**config.mk**
```make
export PLATFORM = sky130hd
export DESIGN_NAME = video_timing
export DESIGN_NICKNAME = d
export VERILOG_FILES = /design/src/verilog/video_timing.sv
export SDC_FILE = /design/constraint.sdc
export NUM_CORES = 1
export LEC_CHECK = 0
export BUFFER_PORTS_ARGS = -buffer_cell sky130_fd_sc_hd__buf_2
export CORE_MARGIN = 2
export CORE_UTILIZATION = 36
export DETAILED_ROUTE_END_ITERATION = 12
export PLACE_DENSITY = 0.69
export SETUP_SLACK_MARGIN = 0.02
export SYNTH_ARGS = -nofsm -noshare
export SYNTH_HDL_FRONTEND = slang
export SYNTH_SLANG_ARGS = --single-unit
```
**constraint.sdc**
```tcl
create_clock -name clk -period 5.2 [get_ports clk]
set_input_delay 0.52 -clock clk [delete_from_list [all_inputs] [get_ports clk]]
set_output_delay 0.52 -clock clk [all_outputs]
set_load 0.005 [all_outputs]
```
**src/verilog/video_timing.sv**
```systemverilog
// Raster counters, sync and blanking windows and the raster line interrupt
module video_timing #(
    parameter int H_TOTAL  = 512,
    parameter int H_ACTIVE = 384,
    parameter int V_TOTAL  = 262,
    parameter int V_ACTIVE = 224
) (
    input  logic       clk,
    input  logic       rst,
    input  logic [8:0] raster_line,
    output logic [8:0] hdump,
    output logic [8:0] vdump,
    output logic       hb,
    output logic       vb,
    output logic       hs,
    output logic       vs,
    output logic       raster
);

    logic [8:0] h_next, v_next;
    logic       h_wrap;

    // Next counter values, so every decoded flag lines up with the counters
    always_comb begin
        h_wrap = (hdump == 9'(H_TOTAL - 1));
        h_next = h_wrap ? 9'd0 : hdump + 9'd1;
        v_next = vdump;
        if (h_wrap) begin
            v_next = (vdump == 9'(V_TOTAL - 1)) ? 9'd0 : vdump + 9'd1;
        end
    end

    always_ff @(posedge clk or posedge rst) begin
        if (rst) begin
            hdump  <= 9'd0;
            vdump  <= 9'd0;
            hb     <= 1'b0;
            vb     <= 1'b0;
            hs     <= 1'b0;
            vs     <= 1'b0;
            raster <= 1'b0;
        end else begin
            hdump <= h_next;
            vdump <= v_next;
            hb    <= h_next >= H_ACTIVE;
            vb    <= v_next >= V_ACTIVE;
            // Sync pulses sit inside the blanking intervals
            hs    <= (h_next >= H_ACTIVE + 4) && (h_next <= H_ACTIVE + 11);
            vs    <= (v_next >= V_ACTIVE + 2) && (v_next <= V_ACTIVE + 4);
            // One pulse at the start of the selected line
            raster <= (h_next == 9'd0) && (v_next == raster_line);
        end
    end

endmodule
```
==> reports/qor.txt <==
Status: finished, final reports clean
Reg2reg path depth: 10
Leakage: 0.8285 nW
Share of power burned in registers: 57.7%
#FFs+latches synth: 23
Post-CTS Setup Inserts: 0
Die Span Y: 68.39 µm
CTS Hold Bufs: 0
Worst-skew pair later-pin latency: 0.27 ns
Critical Path AT: 3.34 ns
Worst-case clock buffer depth: 2
Core area: 4000 µm²
Reg2Reg Setup Slack: 2.03 ns
Final min period: 3.168 ns
PwrDens: 180.8 nW/µm²
Post-DP HPWL: 2477 µm
Mapped Cells: 151
Clk pwr share: 37.1%
Rows: 23
Worst EP required: 5.37 ns
First-pass GRT wire length: 5375 µm
Worst setup SP type: register
CTS root buffer: clkbuf_8
Grt ovf: 0
CTS sink cnt: 23
Tcrit/Tclk final: 60.93%
Pre-antenna DRT Iters: 4
Hold Violations, Final: 0
Sequential share of the synthesized area: 38.56%
Worst R2R Start: hdump[0]
Drt wl/cell: 14.00 µm
Fin area: 1713 µm²
Final nets: 198
Commonest non-fill, non-tap cell in the layout: buf_2
Iter 0 DRT Violations: 54
Gate power share: 5.2%
Vias in the first global route: 1128
Syn_nets: 166
Vias/cell: 5.185
Ys flop type: dfrtp_1
Placed Area: 1664 µm²
Initial cell density of the core: 37.32%
Worst min-delay path class: in -> async
# fillers: 416
CTS resizes: 0
# port buffers: 33
P&R area growth vs syn: 14.75%
Total chip power: 309.6 µW
Number of synthesized flops with an enable pin: 0
Worst r2r dst: raster
Commonest cells after routing, fill and taps aside: buf_2 (33), dfrtp_1 (23), nor2_1 (17)
Share of cells above drive strength 1: 29.12%
Die ar.: 4677 µm²
Critical path class: reg -> reg
Net Sw Frac: 22.59%
Internal power: 239.7 µW
Largest net degree at the start of global routing: 26
Rel. slew slack: 41.16%
Synth unique cells: 43
RSZ-0062 raised after global routing: false
CTS tree: yes
Tot GR Track Use: 15.44%
Post-route ant nets: 0
Clock-pin slew on the worst setup and hold paths: 0.09 ns
Clock skew: 0.009496 ns
Total CTS buffers: 3
Worst-Margin Slew: 0.8816 ns
DRT Wirelength: 3247 µm
Fmax: 315.6 MHz
Antenna violations before repair: 0
CP Max Fanout: 25
Sum of negative setup slack: 0 ns
DRC: 0
Gpl congestion: 0.8223
Via Count: 1203
Psw: 69.94 µW
FFs w/ async S/R, synth: 100.0%
Max VDD drop: 0.00007506 V
Final setup margin: 2.032 ns
Avg Cell Area, Syn: 9.885 µm²
H-tree depth: 1
Synth Warn #: 0
Synthesized area: 1493 µm²
Max-cap violations: 0
I/O pin count: 34
Pins Over Slew Limit: 0
Final setup viols: 0
Dpl ws: 2.051 ns
CP Capture Type: register
Post-layout util: 42.82%
N_diodes: 0
Die W: 68.39 µm
-- synth_stat cells, types with 2 or more instances --
master / n / area, µm²
mux2_2: 2 / 22.52
o21ai_0: 5 / 25.02
and3_2: 2 / 15.01
xor2_1: 12 / 105.1
nand4_1: 4 / 25.02
ha_1: 4 / 50.05
nor3_1: 3 / 15.01
xnor2_1: 11 / 96.34
a21oi_1: 5 / 25.02
nor2_1: 17 / 63.81
buf_6: 3 / 33.78
and2_1: 2 / 12.51
and4_1: 3 / 26.28
dfrtp_1: 23 / 575.6
nand3_1: 9 / 45.04
or3_1: 2 / 12.51
nand2_1: 7 / 26.28
inv_1: 6 / 22.52
a31o_2: 2 / 17.52
and3_1: 5 / 31.28
o21ai_1: 2 / 10.01
-- power groups by stage --
stage / Sequential, mW / Clock, mW / Combinational, mW
6_report: 0.179 / 0.115 / 0.0162
5_1_grt: 0.179 / 0.126 / 0.0182
4_1_cts: 0.179 / 0.117 / 0.0165
3_5_place_dp: 0.182 / 0 / 0.0166
3_3_place_gp: 0.182 / 0 / 0.0164
2_1_floorplan: 0.182 / 0 / 0.00871
-- how the worst max path moves through the flow --
stage / start / endpoint / slack, ns / depth (start not counted)
6_report: hdump[0] / raster / 2.03 / 10
2_1_floorplan: hdump[0] / raster / 2.64 / 12
5_1_grt: hdump[0] / raster / 1.60 / 9
3_3_place_gp: hdump[0] / raster / 2.16 / 10
3_5_place_dp: hdump[0] / raster / 2.05 / 10
4_1_cts: hdump[0] / raster / 2.05 / 10
-- sequential cells by signal (all words and copies together), names as in the netlist --
signal  flops
raster      1
hb          1
vb          1
hdump       9
vs          1
vdump       9
hs          1
-- through the flow --
step                      hold WS [ns]  cells
after floorplan                 0.5212    151
after global placement          0.5465    228
after detailed placement        0.5627    228
after CTS                       0.4578    232
after global routing            0.5051    232
final                           0.4257    232
-- cells by family (layout without fill, tap and decap cells) --
logic type	after synthesis	in the layout	synth area share, %
flip-flops	23	23	38.56
XOR/XNOR	23	23	13.50
adder cells (fa/ha/maj)	4	4	3.353
multiplexers	2	2	1.509
buffers and inverters	12	43	5.280
AO/OA/AOI/OAI	23	23	11.74
AND/OR/NAND/NOR	64	64	26.07
-- metal layers --
layer  track usage [%]  up-vias  part of all wire (%)
met5                 0        -                     0
met3             2.303        2                   5.0
met1             22.15      571                    49
met2             23.56       25                    45
li1                  -      605                     -
met4             5.250        0                   1.0
-- area by class of cell --
| class | instances | area [µm²] | share of cell area [%] |
|---|---|---|---|
| multi-input cells | 116 | 838.3 | 48.94 |
| repair buffers | 33 | 165.2 | 9.642 |
| well taps | 50 | 62.56 | 3.652 |
| clock buffers | 3 | 41.29 | 2.411 |
| clock inverters | 1 | 7.507 | 0.4383 |
| inverters | 6 | 22.52 | 1.315 |
| flip-flops and latches | 23 | 575.6 | 33.60 |
-- worst max-delay path: stages, from the launching register on --
cell and delay [ns]:
dfrtp_1 0.48, ha_1 0.33, nand3_1 0.14, nor2_1 0.13
ha_1 0.66, and3_1 0.30, and4_1 0.31, nor3b_2 0.09
a2111oi_4 0.26, nand4_1 0.14, nor4b_2 0.24
Power figures use the tool's default switching activity.
