<file path="config.mk">
export PLATFORM = sky130hd
export DESIGN_NAME = video_regs
export DESIGN_NICKNAME = d
export VERILOG_FILES = /design/src/verilog/cps_video_pkg.sv /design/src/verilog/video_regs.sv
export SDC_FILE = /design/constraint.sdc
export NUM_CORES = 1
export LEC_CHECK = 0
export ABC_AREA = 0
export BUFFER_PORTS_ARGS = -buffer_cell sky130_fd_sc_hd__buf_2
export CORE_MARGIN = 3
export CORE_UTILIZATION = 47
export CTS_BUF_LIST = sky130_fd_sc_hd__clkbuf_8 sky130_fd_sc_hd__clkbuf_16
export DETAILED_ROUTE_END_ITERATION = 16
export GPL_ROUTABILITY_DRIVEN = 0
export MAX_ROUTING_LAYER = met4
export PLACE_DENSITY = 0.8
export SLEW_MARGIN = 10
export SYNTH_ARGS = -nofsm -noshare
export SYNTH_HDL_FRONTEND = slang
export SYNTH_SLANG_ARGS = --single-unit
</file>
<file path="constraint.sdc">
create_clock -name clk -period 2.2 [get_ports clk]
set_input_delay 0.33 -clock clk [delete_from_list [all_inputs] [get_ports clk]]
set_output_delay 0.33 -clock clk [all_outputs]
set_load 0.01 [all_outputs]
</file>
<file path="src/verilog/cps_video_pkg.sv">
// Shared widths, register map, pixel codes, pipeline delay and palette entry type
package cps_video_pkg;

    // Bus and pixel widths
    localparam int DATA_W = 16;
    localparam int PXL_W  = 9;
    localparam int PAL_AW = 11;
    localparam int ADDR_W = 12;

    // Address bit that steers an access to the palette
    localparam int PAL_SEL_BIT = 11;

    // Register map, word addresses below PAL_SEL_BIT
    localparam logic [PAL_SEL_BIT-1:0] REG_LAYER_CTRL = 11'd0;
    localparam logic [PAL_SEL_BIT-1:0] REG_RASTER     = 11'd1;

    // Layer ids as stored in layer_ctrl
    localparam logic [1:0] LAYER_OBJ  = 2'd0;
    localparam logic [1:0] LAYER_SCR1 = 2'd1;
    localparam logic [1:0] LAYER_SCR2 = 2'd2;
    localparam logic [1:0] LAYER_SCR3 = 2'd3;

    // Colour code with no visible pixel
    localparam logic [3:0] TRANSPARENT = 4'd15;

    // Cycles from layer sample to RGB output
    localparam int PIPE_DLY = 3;

    // Palette word, written raw and read back as fields
    typedef union packed {
        logic [DATA_W-1:0] raw;
        struct packed {
            logic [3:0] bright;
            logic [3:0] r;
            logic [3:0] g;
            logic [3:0] b;
        } f;
    } pal_entry_t;

endpackage

</file>
<file path="src/verilog/video_regs.sv">
// Wishbone classic slave with layer order and raster registers and palette write port
module video_regs import cps_video_pkg::*; (
    input  logic              clk,
    input  logic              rst,
    input  logic              wb_cyc,
    input  logic              wb_stb,
    input  logic              wb_we,
    input  logic [ADDR_W-1:0] wb_adr,
    input  logic [DATA_W-1:0] wb_dat_i,
    input  logic [1:0]        wb_sel,
    output logic [DATA_W-1:0] wb_dat_o,
    output logic              wb_ack,
    output logic [7:0]        layer_ctrl,
    output logic [8:0]        raster_line,
    output logic              pal_we,
    output logic [PAL_AW-1:0] pal_waddr,
    output logic [DATA_W-1:0] pal_wdata
);

    logic              acc, wr, pal_sel;
    logic [DATA_W-1:0] pal_shadow;
    logic [DATA_W-1:0] rd_data;

    // Access accepted on the edge that raises ack
    assign acc     = wb_cyc & wb_stb & ~wb_ack;
    assign wr      = acc & wb_we;
    assign pal_sel = wb_adr[PAL_SEL_BIT];

    // Lanes left out of a palette write come from the last palette word
    assign pal_we    = wr & pal_sel;
    assign pal_waddr = wb_adr[PAL_AW-1:0];
    assign pal_wdata = {wb_sel[1] ? wb_dat_i[15:8] : pal_shadow[15:8],
                        wb_sel[0] ? wb_dat_i[7:0]  : pal_shadow[7:0]};

    always_comb begin
        rd_data = '0;
        if (!pal_sel) begin
            if (wb_adr[PAL_SEL_BIT-1:0] == REG_LAYER_CTRL) begin
                rd_data = {8'd0, layer_ctrl};
            end else if (wb_adr[PAL_SEL_BIT-1:0] == REG_RASTER) begin
                rd_data = {7'd0, raster_line};
            end
        end
    end

    always_ff @(posedge clk or posedge rst) begin
        if (rst) begin
            wb_ack      <= 1'b0;
            layer_ctrl  <= 8'b11_10_01_00;
            raster_line <= 9'd0;
            pal_shadow  <= '0;
        end else begin
            wb_ack <= acc;
            if (wr && !pal_sel && wb_adr[PAL_SEL_BIT-1:0] == REG_LAYER_CTRL && wb_sel[0]) begin
                layer_ctrl <= wb_dat_i[7:0];
            end
            if (wr && !pal_sel && wb_adr[PAL_SEL_BIT-1:0] == REG_RASTER) begin
                if (wb_sel[0]) raster_line[7:0] <= wb_dat_i[7:0];
                if (wb_sel[1]) raster_line[8]   <= wb_dat_i[8];
            end
            if (pal_we) begin
                pal_shadow <= pal_wdata;
            end
        end
    end

    // Read data valid alongside ack
    always_ff @(posedge clk) begin
        if (acc && !wb_we) begin
            wb_dat_o <= rd_data;
        end
    end

endmodule

</file>
==> results.cfg <==
[timing]
period_needed_ps = 1920
slew_headroom_pct = 66.3
final_hold_viol_count = 0
worstMarginPinSlew_ps = 505
finalCritPeriodShare_pct = 87.2
fin_skew_ps = 6.62
drv_slew = 0
setup_slack_ps = 282
setup-violations-final = 0
tns_ps = 0
fmax_mhz = 521
rsz0062_at_grt = no

[synthesis]
synth_xor_area_share_pct = 0
ys_seq_area_share_pct = 53.2
synth_cell_types = 23
yosysTopAreaCell = dfrtp_1
avgSynthCellArea_um2 = 13.8
synth-seq-cells = 43
yosysWarnings = 0
synth_compound_area_share_pct = 0
synth_mux_area_share_pct = 31.3
synthAdderAreaFrac_pct = 0
syn_inst = 153
syn-cell-area_mm2 = 0.00212
synth_top_area_share_pct = 35.5
yosys-top-cells-area = dfrtp_1 35%, mux2_2 20%, edfxtp_1 13%, buf_4 6.7%, mux2_4 5.7%
synth_top_family_by_area = multiplexers
synth-simple-area-share_pct = 6.91

[worst_setup_path]
cp-end-kind = primary output
start_kind = register
crit_type = register to primary output
timing.rr.start = wb_ack
critPathLaunch = wb_ack
crit_slowest_cell = dfrtp_1
worstPathRequired_ps = 1870
crit_arrival_ps = 1590
crit_cells = 4
reg2reg_slack_ps = 470
cp_cell_sequence = and4b_1 -> and2_1 -> buf_4 -> buf_2
worstPathMaxFanout = 17
crit_end = pal_we
rr_worst_depth = 4
cpPeakStageDelay_ps = 400
crit_family = simple AND/OR/NAND/NOR gates
rr_endpoint = layer_ctrl[3]
cp.buffers_inverters = 2

[global_routing]
antenna_found_initial = 0
gr-total-overflow = 0
first_global_vias = 1351
grt_pass1_wl_um = 6440
grt_max_degree = 35
track_usage_pct = 16.3

[floorplan]
die_w_um = 73.1
die_area_mm2 = 0.00535
rows = 23
initial_core_util_pct = 50.7
dieHeight_um = 73.1
pin_count = 97
fp.coreArea_mm2 = 0.00417

[place]
dp_hpwl_um = 3300
port_buffers = 89
pre_cts_ws_ps = 348
place_inst = 277

[hold_path]
hold_path.class = input pin to async pin

[clock_tree]
post_cts_resized = 0
cts_root_buffer = clkbuf_8
clk_latency_ps = 290
tritoncts = yes
clkSinkCount = 43
cts-buffers-inserted = 5
postCtsSetupBuffers = 0
cts_max_level = 2
cts.clk_slew.worst_paths_ps = 80
cts_hold_buf = 0
cts_buffer_depth = 2

[final_layout]
stdcell_count = 285
final_cell_mix = 89 x buf_2, 37 x mux2_2, 30 x dfrtp_1, 11 x nor2_1, 9 x edfxtp_1
drive_above_1_share_pct = 65.1
final_common_cell = buf_2
syn2layout_area_growth_pct = 22.6
antennaDiodeCount = 0
nNetsFinal = 269

[power]
p_leak_uw = 0.00133
power_uw = 1860
powerDensity_mw_per_mm2 = 718
power_frac_clock_pct = 26.9
p_switching_uw = 501
p_sw_share_pct = 26.8
cell_internal_pwr_uw = 1360
worst_ir_drop_vdd_v = 0.000371
seqPwrFrac_pct = 52.0
comb_power_share_pct = 21.1

[route]
firstDrtPassIters = 4
vias_per_cell = 4.99
vias = 1421
wl_per_cell_um = 14.7
ant_nets = 0
drc = 0
dr.first_iter.drc_count = 47
drt-total-wl_um = 4200

[run]
cap_violations = 0

[status]
status = completed
[stage by stage]
stage,hold WS (ps),area (um^2),utilization [%]
floorplan,454,2140,-
finish,119,2600,62.2
detailed placement,445,2500,60.0
CTS,122,2600,62.2
global route,149,2600,62.2
global placement,444,2500,60.0
[synthesized netlist by cell type, drive strengths merged]
library cell	count
or2	1
conb	1
dfstp	4
clkbuf	2
inv	1
and2	1
nor4	2
and4b	1
nand2	3
mux2i	8
nor3	3
edfxtp	9
buf	23
dfrtp	30
nor2	11
mux2	49
nand3	4
[power by group through the flow]
stage	Sequential (uW)	Clock, uW	Combinational, uW
after floorplan	976	0	278
after global placement	982	0	392
after detailed placement	988	0	400
after CTS	971	519	401
after global routing	986	547	435
final	969	502	394
[routing by layer]
| metal | track usage [%] | vias to the layer above | wire length, um |
|---|---|---|---|
| li1 | - | 674 | - |
| met1 | 19.7 | 688 | 1710 |
| met2 | 27.1 | 57 | 2170 |
| met3 | 3.31 | 2 | 282 |
| met4 | 5.53 | 0 | 36 |
| met5 | - | - | 0 |
[worst min-delay path, cell delays in order]
cell and delay (ps):
buf_2 100, inv_1 40, buf_4 370
[cell families after synthesis]
logic type / Yosys count
muxes: 57
buffers and inverters: 26
DFF: 43
other: 1
and+or+nand+nor: 26
[worst min-delay path by stage]
stage / start / to / slack [ps] / cells after the start
after floorplan: pal_shadow[0] / pal_shadow[0] / 450 / 1
after global placement: rst / pal_shadow[1] / 440 / 3
after detailed placement: rst / pal_shadow[1] / 450 / 3
after CTS: rst / pal_shadow[1] / 120 / 3
after global routing: rst / pal_shadow[9] / 150 / 3
final: rst / pal_shadow[9] / 120 / 3
[flip-flops by register name (all words and copies together), names as in the netlist]
register	cells
raster_line	9
layer_ctrl	8
wb_ack	1
pal_shadow	16
wb_dat_o	9
[final cells by class]
cell class,instances,area [um^2]
multi-input combinational,90,835
tap,50,62.6
timing repair buffer,93,475
inverter,1,3.75
clock inverter,3,25.0
clock buffer,5,68.8
sequential,43,1130
fill,348,1580
Note: power is estimated with default switching activity, not from simulation.
