$ cat config.mk
export PLATFORM = sky130hd
export DESIGN_NAME = layer_mixer
export DESIGN_NICKNAME = d
export VERILOG_FILES = /design/src/verilog/cps_video_pkg.sv /design/src/verilog/layer_mixer.sv
export SDC_FILE = /design/constraint.sdc
export NUM_CORES = 1
export LEC_CHECK = 0
export BUFFER_PORTS_ARGS = -buffer_cell sky130_fd_sc_hd__buf_2
export CAP_MARGIN = 30
export CELL_PAD_IN_SITES_DETAIL_PLACEMENT = 1
export CELL_PAD_IN_SITES_GLOBAL_PLACEMENT = 1
export CORE_MARGIN = 1
export CORE_UTILIZATION = 35
export CTS_CLUSTER_DIAMETER = 80
export DETAILED_ROUTE_END_ITERATION = 16
export PLACE_DENSITY = 0.67
export SYNTH_ARGS = -nofsm -noshare
export SYNTH_HDL_FRONTEND = slang
export SYNTH_SLANG_ARGS = --single-unit
$ cat constraint.sdc
create_clock -name clk -period 0.8 [get_ports clk]
set_input_delay 0.04 -clock clk [delete_from_list [all_inputs] [get_ports clk]]
set_output_delay 0.04 -clock clk [all_outputs]
set_load 0.1 [all_outputs]
$ cat src/verilog/cps_video_pkg.sv
// Shared widths, register map, pixel codes, pipeline delay and palette entry type
package cps_video_pkg;

    // Bus and pixel widths
    localparam int DATA_W = 16;
    localparam int PXL_W  = 9;
    localparam int PAL_AW = 11;
    localparam int ADDR_W = 12;

    // Address bit that steers an access to the palette
    localparam int PAL_SEL_BIT = 11;

    // Register map, word addresses below PAL_SEL_BIT
    localparam logic [PAL_SEL_BIT-1:0] REG_LAYER_CTRL = 11'd0;
    localparam logic [PAL_SEL_BIT-1:0] REG_RASTER     = 11'd1;

    // Layer ids as stored in layer_ctrl
    localparam logic [1:0] LAYER_OBJ  = 2'd0;
    localparam logic [1:0] LAYER_SCR1 = 2'd1;
    localparam logic [1:0] LAYER_SCR2 = 2'd2;
    localparam logic [1:0] LAYER_SCR3 = 2'd3;

    // Colour code with no visible pixel
    localparam logic [3:0] TRANSPARENT = 4'd15;

    // Cycles from layer sample to RGB output
    localparam int PIPE_DLY = 3;

    // Palette word, written raw and read back as fields
    typedef union packed {
        logic [DATA_W-1:0] raw;
        struct packed {
            logic [3:0] bright;
            logic [3:0] r;
            logic [3:0] g;
            logic [3:0] b;
        } f;
    } pal_entry_t;

endpackage

$ cat src/verilog/layer_mixer.sv
// Layer priority mixer picking the frontmost opaque pixel as a palette address
module layer_mixer import cps_video_pkg::*; (
    input  logic              clk,
    input  logic              rst,
    input  logic [7:0]        layer_ctrl,
    input  logic [PXL_W-1:0]  obj_pxl,
    input  logic [PXL_W-1:0]  scr1_pxl,
    input  logic [PXL_W-1:0]  scr2_pxl,
    input  logic [PXL_W-1:0]  scr3_pxl,
    input  logic              hb,
    input  logic              vb,
    output logic [PAL_AW-1:0] pal_addr,
    output logic              hb_d,
    output logic              vb_d
);

    logic [1:0]        sel_id, cand_id;
    logic [PXL_W-1:0]  sel_pxl, cand_pxl;
    logic [PAL_AW-1:0] mix_addr;
    logic              hb_q, vb_q;

    // Pixel of one layer by its id
    function automatic logic [PXL_W-1:0] layer_pxl(input logic [1:0] id,
            input logic [PXL_W-1:0] p0, input logic [PXL_W-1:0] p1,
            input logic [PXL_W-1:0] p2, input logic [PXL_W-1:0] p3);
        case (id)
            LAYER_OBJ:  return p0;
            LAYER_SCR1: return p1;
            LAYER_SCR2: return p2;
            default:    return p3;
        endcase
    endfunction

    // Walk from the back so the frontmost opaque layer wins last
    always_comb begin
        sel_id  = layer_ctrl[7:6];
        sel_pxl = layer_pxl(sel_id, obj_pxl, scr1_pxl, scr2_pxl, scr3_pxl);
        for (int i = 2; i >= 0; i--) begin
            cand_id  = layer_ctrl[2*i +: 2];
            cand_pxl = layer_pxl(cand_id, obj_pxl, scr1_pxl, scr2_pxl, scr3_pxl);
            if (cand_pxl[3:0] != TRANSPARENT) begin
                sel_id  = cand_id;
                sel_pxl = cand_pxl;
            end
        end
    end

    // Sample stage, then the palette address stage
    always_ff @(posedge clk) begin
        mix_addr <= {sel_id, sel_pxl};
        pal_addr <= mix_addr;
    end

    always_ff @(posedge clk or posedge rst) begin
        if (rst) begin
            hb_q <= 1'b1;
            vb_q <= 1'b1;
            hb_d <= 1'b1;
            vb_d <= 1'b1;
        end else begin
            hb_q <= hb;
            vb_q <= vb;
            hb_d <= hb_q;
            vb_d <= vb_q;
        end
    end

endmodule

==> impl_metrics.json, run 1 <==
{
  "status": "finished with violations",
  "violations": "negative setup slack",
  "required_ns": 0.96,
  "ir_drop_mv": 0.583,
  "worstSetupStartpointType": "input port",
  "pwr_density_cell_nw_per_um2": 1540,
  "hpwl_um": 4360,
  "synthArstFlopShare_pct": 15.4,
  "clkTransAtPathRegs_ns": 0.09,
  "num_io_pins": 61,
  "grt_use_total_pct": 23.0,
  "slowest_stage": "mux4_2",
  "ys.flop_type": "dfxtp_1",
  "postRouteAntennaNets": 0,
  "fp.dieW_um": 75.0,
  "synth_cell_types": 23,
  "hold_class": "input port to flip-flop",
  "endpoint_kind": "flip-flop",
  "rsz0062_at_grt": "true",
  "overflow": 0,
  "rows": 26,
  "drtIter0Drc": 29,
  "tightest_slew_ns": 0.242,
  "final_layout_size_suffix_gt1_share_pct": 76.0,
  "nFillCells": 519,
  "htreeDepth": 1,
  "grt_pass1_wl_um": 9330,
  "clock_latency_ns": 0.27,
  "yosys.area.top_type": "mux4_2",
  "diodes": 0,
  "timing.hold.ws_ns": 0.154,
  "routedWlPerCell_um": 21.0,
  "die_h_um": 75.0,
  "dp_cells": 270,
  "cts_root_buf": "clkbuf_8",
  "place_congestion": 0.809,
  "place_area_um2": 2590,
  "port_buffers": 60,
  "ys_warn_count": 0,
  "cts_tree": "built",
  "skew_ns": 0.00272,
  "finalSetupViolCount": 24,
  "grt_start_max_net_pins": 15,
  "drc": 0,
  "coreArea_um2": 5110,
  "start_util_pct": 36.5,
  "die-area_um2": 5630,
  "routed_wl_um": 6030,
  "max_stage_delay_ns": 0.28,
  "fin_nets": 266,
  "cts_inserted_buffers": 3,
  "ys_top_cells_by_area": "mux4_2, dfxtp_1, mux4_1",
  "maxCapViolCount": 0,
  "avgSynthCellArea_um2": 15.2,
  "finalNonFillerCells": 287,
  "path_cells": "buf_12 -> buf_6 -> mux4_2 -> nand4_4 -> buf_6 -> o211ai_1 -> a21boi_1",
  "fin_area_um2": 2970,
  "crit_family": "buffers and inverters",
  "drt_pass1_iterations": 4,
  "layout_min_cycle_time_ns": 1.14,
  "relSlewSlack_pct": 83.9,
  "final_hold_viol_count": 0,
  "cp.arrival_ns": 1.29,
  "syn_nets": 171,
  "netlist_instances": 123,
  "grt_pass1_vias": 1813,
  "crit_type": "input port to flip-flop",
  "period_share_pct": 142,
  "synth_area_um2": 1870,
  "crit_fanout": 8,
  "antenna_found_initial": 0,
  "synth_common_cells": "mux4_2, dfxtp_1, nand2_1, nand3_1",
  "max_freq_mhz": 881,
  "routed_via_density": 5.75,
  "clock_sinks": 26,
  "setup_tns_ns": -4.05,
  "finalMaxSlewViolations": 0,
  "synth_edf_count": 0,
  "leakage_uw": 0.00122,
  "crit_buf_inv": 3,
  "clockBufferDepth": 2,
  "worst_slack_ns": -0.335,
  "via_count": 1650,
  "synthMostInstantiatedCell": "mux4_2",
  "crit_top_cell": "buf_6",
  "synth.top_cell.area_share_pct": 37.4,
  "ys_seq_area_share_pct": 29.2,
  "ys_ff_latch": 26,
  "area_growth_syn_to_layout_pct": 59.0
}
-- cell type report --
type                            count  area, um^2  area share (%)
Inverter                            1        3.75           0.127
Multi-Input combinational cell     88        1300            43.8
Tap cell                           70        87.6            2.95
Clock buffer                        4        55.1            1.86
Sequential cell                    26         567            19.1
Timing Repair Buffer               98         952            32.1
-- cell usage in the layout (no fill, tap or decap) --
| cell type | netlist | routed |
|---|---|---|
| nand4_1 | 1 | 1 |
| mux2i_2 | 0 | 3 |
| and4_4 | 2 | 2 |
| inv_1 | 1 | 1 |
| dfxtp_1 | 22 | 11 |
| nor2_1 | 1 | 1 |
| a21oi_1 | 3 | 2 |
| buf_8 | 0 | 2 |
| dlygate4sd3_1 | 0 | 3 |
| nand3_1 | 9 | 7 |
| buf_2 | 3 | 33 |
| nand2_1 | 9 | 9 |
| o211ai_1 | 2 | 2 |
| buf_4 | 2 | 26 |
| nand4b_1 | 2 | 2 |
| o21ai_1 | 0 | 1 |
| buf_6 | 4 | 17 |
| mux4_2 | 31 | 31 |
| a21oi_2 | 0 | 1 |
| nand3_2 | 0 | 1 |
| a211oi_2 | 0 | 1 |
| o211ai_2 | 7 | 7 |
| dfstp_4 | 0 | 2 |
| dfxtp_2 | 0 | 11 |
| mux4_1 | 5 | 5 |
| nand2_8 | 1 | 1 |
| nand3_4 | 0 | 1 |
| o21ai_0 | 2 | 1 |
| a21boi_1 | 2 | 2 |
| nand4_4 | 2 | 3 |
| mux2i_1 | 7 | 4 |
| buf_12 | 0 | 17 |
| dfstp_2 | 4 | 2 |
| clkbuf_8 | 0 | 4 |
-- flip-flops by register name, indices dropped and copies added, names as in the netlist --
register	cells
vb_q	1
hb_d	1
vb_d	1
pal_addr	11
mix_addr	11
hb_q	1
-- cell families after synthesis --
group / share of synthesized area, %
flip-flops: 29.2
AND/OR/NAND/NOR: 10.3
multiplexers: 48.2
buffers and inverters: 4.22
AO/OA/AOI/OAI: 8.05
-- per-stage QoR --
stage               power, uW  util [%]  worst slack (ns)
floorplan                2790         -            -0.508
global placement         3460      50.7            -0.640
detailed placement       3520      50.7            -0.695
CTS                      4470      54.9            -0.322
global route             4770      58.1            -0.383
finish                   4560      58.1            -0.335
-- worst paths after layout --
path | from | to | slack (ns) | cells past startpoint
hold reg to reg | mix_addr[10] | pal_addr[10] | 0.33 | 0
max in group asynchronous | rst | hb_q | 0.38 | 3
setup reg to reg | hb_q | hb_d | 0.23 | 0
min in group asynchronous | rst | vb_q | 0.39 | 3
hold / removal | layer_ctrl[2] | mix_addr[9] | 0.15 | 4
setup / recovery | layer_ctrl[4] | mix_addr[1] | -0.34 | 7
-- where the power goes --
part / switching, uW / internal, uW
Clock: 398 / 440
Combinational: 1150 / 1010
Sequential: 83.0 / 1480
-- what timing repair did --
action                                  4_1_cts  5_1_grt
endpoints found under the setup margin       24       24
endpoints found under the hold margin         6        0
pin swaps                                     8       11
buffers inserted                              5        5
gates resized for setup                      20       35
gates cloned                                  1        0
hold buffers                                  3        0
-- per-layer routing --
metal	vias up	global-route usage, %	part of all wire (%)
li1	721	-	-
met1	842	27.1	37
met2	68	41.8	54
met3	19	3.75	5.0
met4	0	9.01	3.0
met5	-	0	0
Power figures use the tool's default switching activity.
==> inputs of run 2 (changes only) <==
clock period = 1.34 ns   (was 0.8 ns; I/O delays follow)
==> impl_metrics.json, run 2 (synthesized netlist as in run 1, its figures left out) <==
{
  "grt_pass1_vias": 1665,
  "die_h_um": 75.0,
  "fin_nets": 253,
  "cts_inserted_buffers": 3,
  "cts_setup_buffers": 0,
  "overflow": 0,
  "slowest_stage": "mux4_2",
  "coreArea_um2": 5110,
  "routedWlPerCell_um": 18.8,
  "routed_wl_um": 5140,
  "clkTransAtPathRegs_ns": 0.09,
  "area_growth_syn_to_layout_pct": 29.8,
  "htreeDepth": 1,
  "hold_class": "input port to flip-flop",
  "clockBufferDepth": 2,
  "drt_pass1_iterations": 4,
  "hpwl_um": 4210,
  "diodes": 0,
  "status": "finished, final reports clean",
  "r2r-start": "vb_q",
  "required_ns": 1.48,
  "cts_root_buf": "clkbuf_8",
  "skew_ns": 0.00884,
  "die-area_um2": 5630,
  "finalSetupViolCount": 0,
  "fp.dieW_um": 75.0,
  "crit_type": "input port to flip-flop",
  "rrSetupSlack_ns": 0.77,
  "r2r-end": "vb_d",
  "worstSetupStartpointType": "input port",
  "grt_pass1_wl_um": 8000,
  "finalMaxSlewViolations": 0,
  "tightest_slew_ns": 0.491,
  "via_count": 1570,
  "reg.largest.list": "mix_addr x11, pal_addr x11",
  "antenna_found_initial": 0,
  "layout_commonest_cell": "buf_2",
  "worstHoldStart": "layer_ctrl[1]",
  "nFillCells": 571,
  "ir_drop_mv": 0.505,
  "port_buffers": 60,
  "drc": 0,
  "postRouteAntennaNets": 0,
  "cp.arrival_ns": 1.41,
  "period_share_pct": 95.2,
  "leakage_uw": 0.00104,
  "layout_min_cycle_time_ns": 1.28,
  "start_util_pct": 36.5,
  "clock_sinks": 26,
  "cts_tree": "built",
  "reg2reg_depth": 0,
  "max_stage_delay_ns": 0.58,
  "clock_latency_ns": 0.26,
  "grt_start_max_net_pins": 14,
  "layout_common_cells": "buf_2, mux4_2, buf_4",
  "setup_tns_ns": 0,
  "whs_endpoint": "mix_addr[10]",
  "grt_use_total_pct": 19.4,
  "place_congestion": 0.893,
  "maxCapViolCount": 0,
  "num_io_pins": 61,
  "pwr_density_cell_nw_per_um2": 954,
  "relSlewSlack_pct": 67.5,
  "pre_cts_ws_ns": -0.203,
  "crit_fanout": 8,
  "worst_slack_ns": 0.0639,
  "routed_via_density": 5.75,
  "max_freq_mhz": 784,
  "endpoint_kind": "flip-flop",
  "drtIter0Drc": 53,
  "rows": 26,
  "final_layout_size_suffix_gt1_share_pct": 65.5,
  "final_util_pct": 47.4,
  "hold-path-cell-count": 4,
  "rsz0062_at_grt": "false",
  "path_cells": "buf_2 -> mux4_2 -> nand4_4 -> mux2i_1 -> o211ai_2",
  "final_hold_viol_count": 0
}
-- run 2: cell types whose count changed in the layout (fill, tap and decap cells not counted), sizes merged --
| cell | change |
|---|---|
| nand4 | -1 |
| clkbuf | -1 |
| buf | -12 |
-- run 2: layer usage --
layer | vias to the layer above | GRT usage [%] | routed length [um]
met5 | - | 0 | 0
li1 | 697 | - | -
met4 | 0 | 5.45 | 62
met1 | 796 | 23.3 | 1950
met2 | 71 | 36.0 | 2830
met3 | 6 | 2.81 | 293
-- run 2: repair_timing --
item	CTS	global route
resized for setup	0	0
hold buffers	3	0
hold endpoints to repair	6	0
-- run 2: worst max-delay path, delay by kind of cell --
| kind | cells | cell delay (ns) |
|---|---|---|
| AND/OR/NAND/NOR | 1 | 0.22 |
| AO/OA/AOI/OAI | 1 | 0.10 |
| buffers and inverters | 1 | 0.17 |
| multiplexers | 2 | 0.85 |
-- run 2: final cells by class --
class                           instances  area, um^2  area share, %
Multi-Input combinational cell         87        1240           51.2
Sequential cell                        26         546           22.5
Timing Repair Buffer                   86         503           20.8
Tap cell                               70        87.6           3.62
Clock buffer                            3        41.3           1.70
Inverter                                1        3.75          0.155
-- run 2: worst max path at each step --
stage | start | endpoint | slack (ns) | cells past startpoint
2_1_floorplan | layer_ctrl[4] | mix_addr[10] | 0.005 | 5
3_3_place_gp | layer_ctrl[4] | mix_addr[7] | -0.11 | 5
3_5_place_dp | layer_ctrl[4] | mix_addr[9] | -0.20 | 5
4_1_cts | hb_d | hb_d | 0.07 | 1
5_1_grt | layer_ctrl[4] | mix_addr[4] | 0.02 | 5
6_report | layer_ctrl[4] | mix_addr[9] | 0.06 | 5
-- run 2: where the power goes --
group | switching, uW | leakage, uW | total (uW) | internal (uW)
registers | 21.5 | 0.000228 | 892 | 870
clock network | 216 | 0.0000216 | 417 | 200
logic | 635 | 0.000787 | 1000 | 368
-- run 2: metrics by stage --
step | std cells | hold slack, ns | cell area, um^2 | power [uW]
after floorplan | 123 | 0.0222 | 1900 | 1640
after global placement | 267 | 0.127 | 2350 | 1880
after detailed placement | 267 | 0.152 | 2350 | 1910
after CTS | 273 | 0.253 | 2420 | 2320
after global routing | 273 | 0.278 | 2420 | 2420
final | 273 | 0.249 | 2420 | 2310
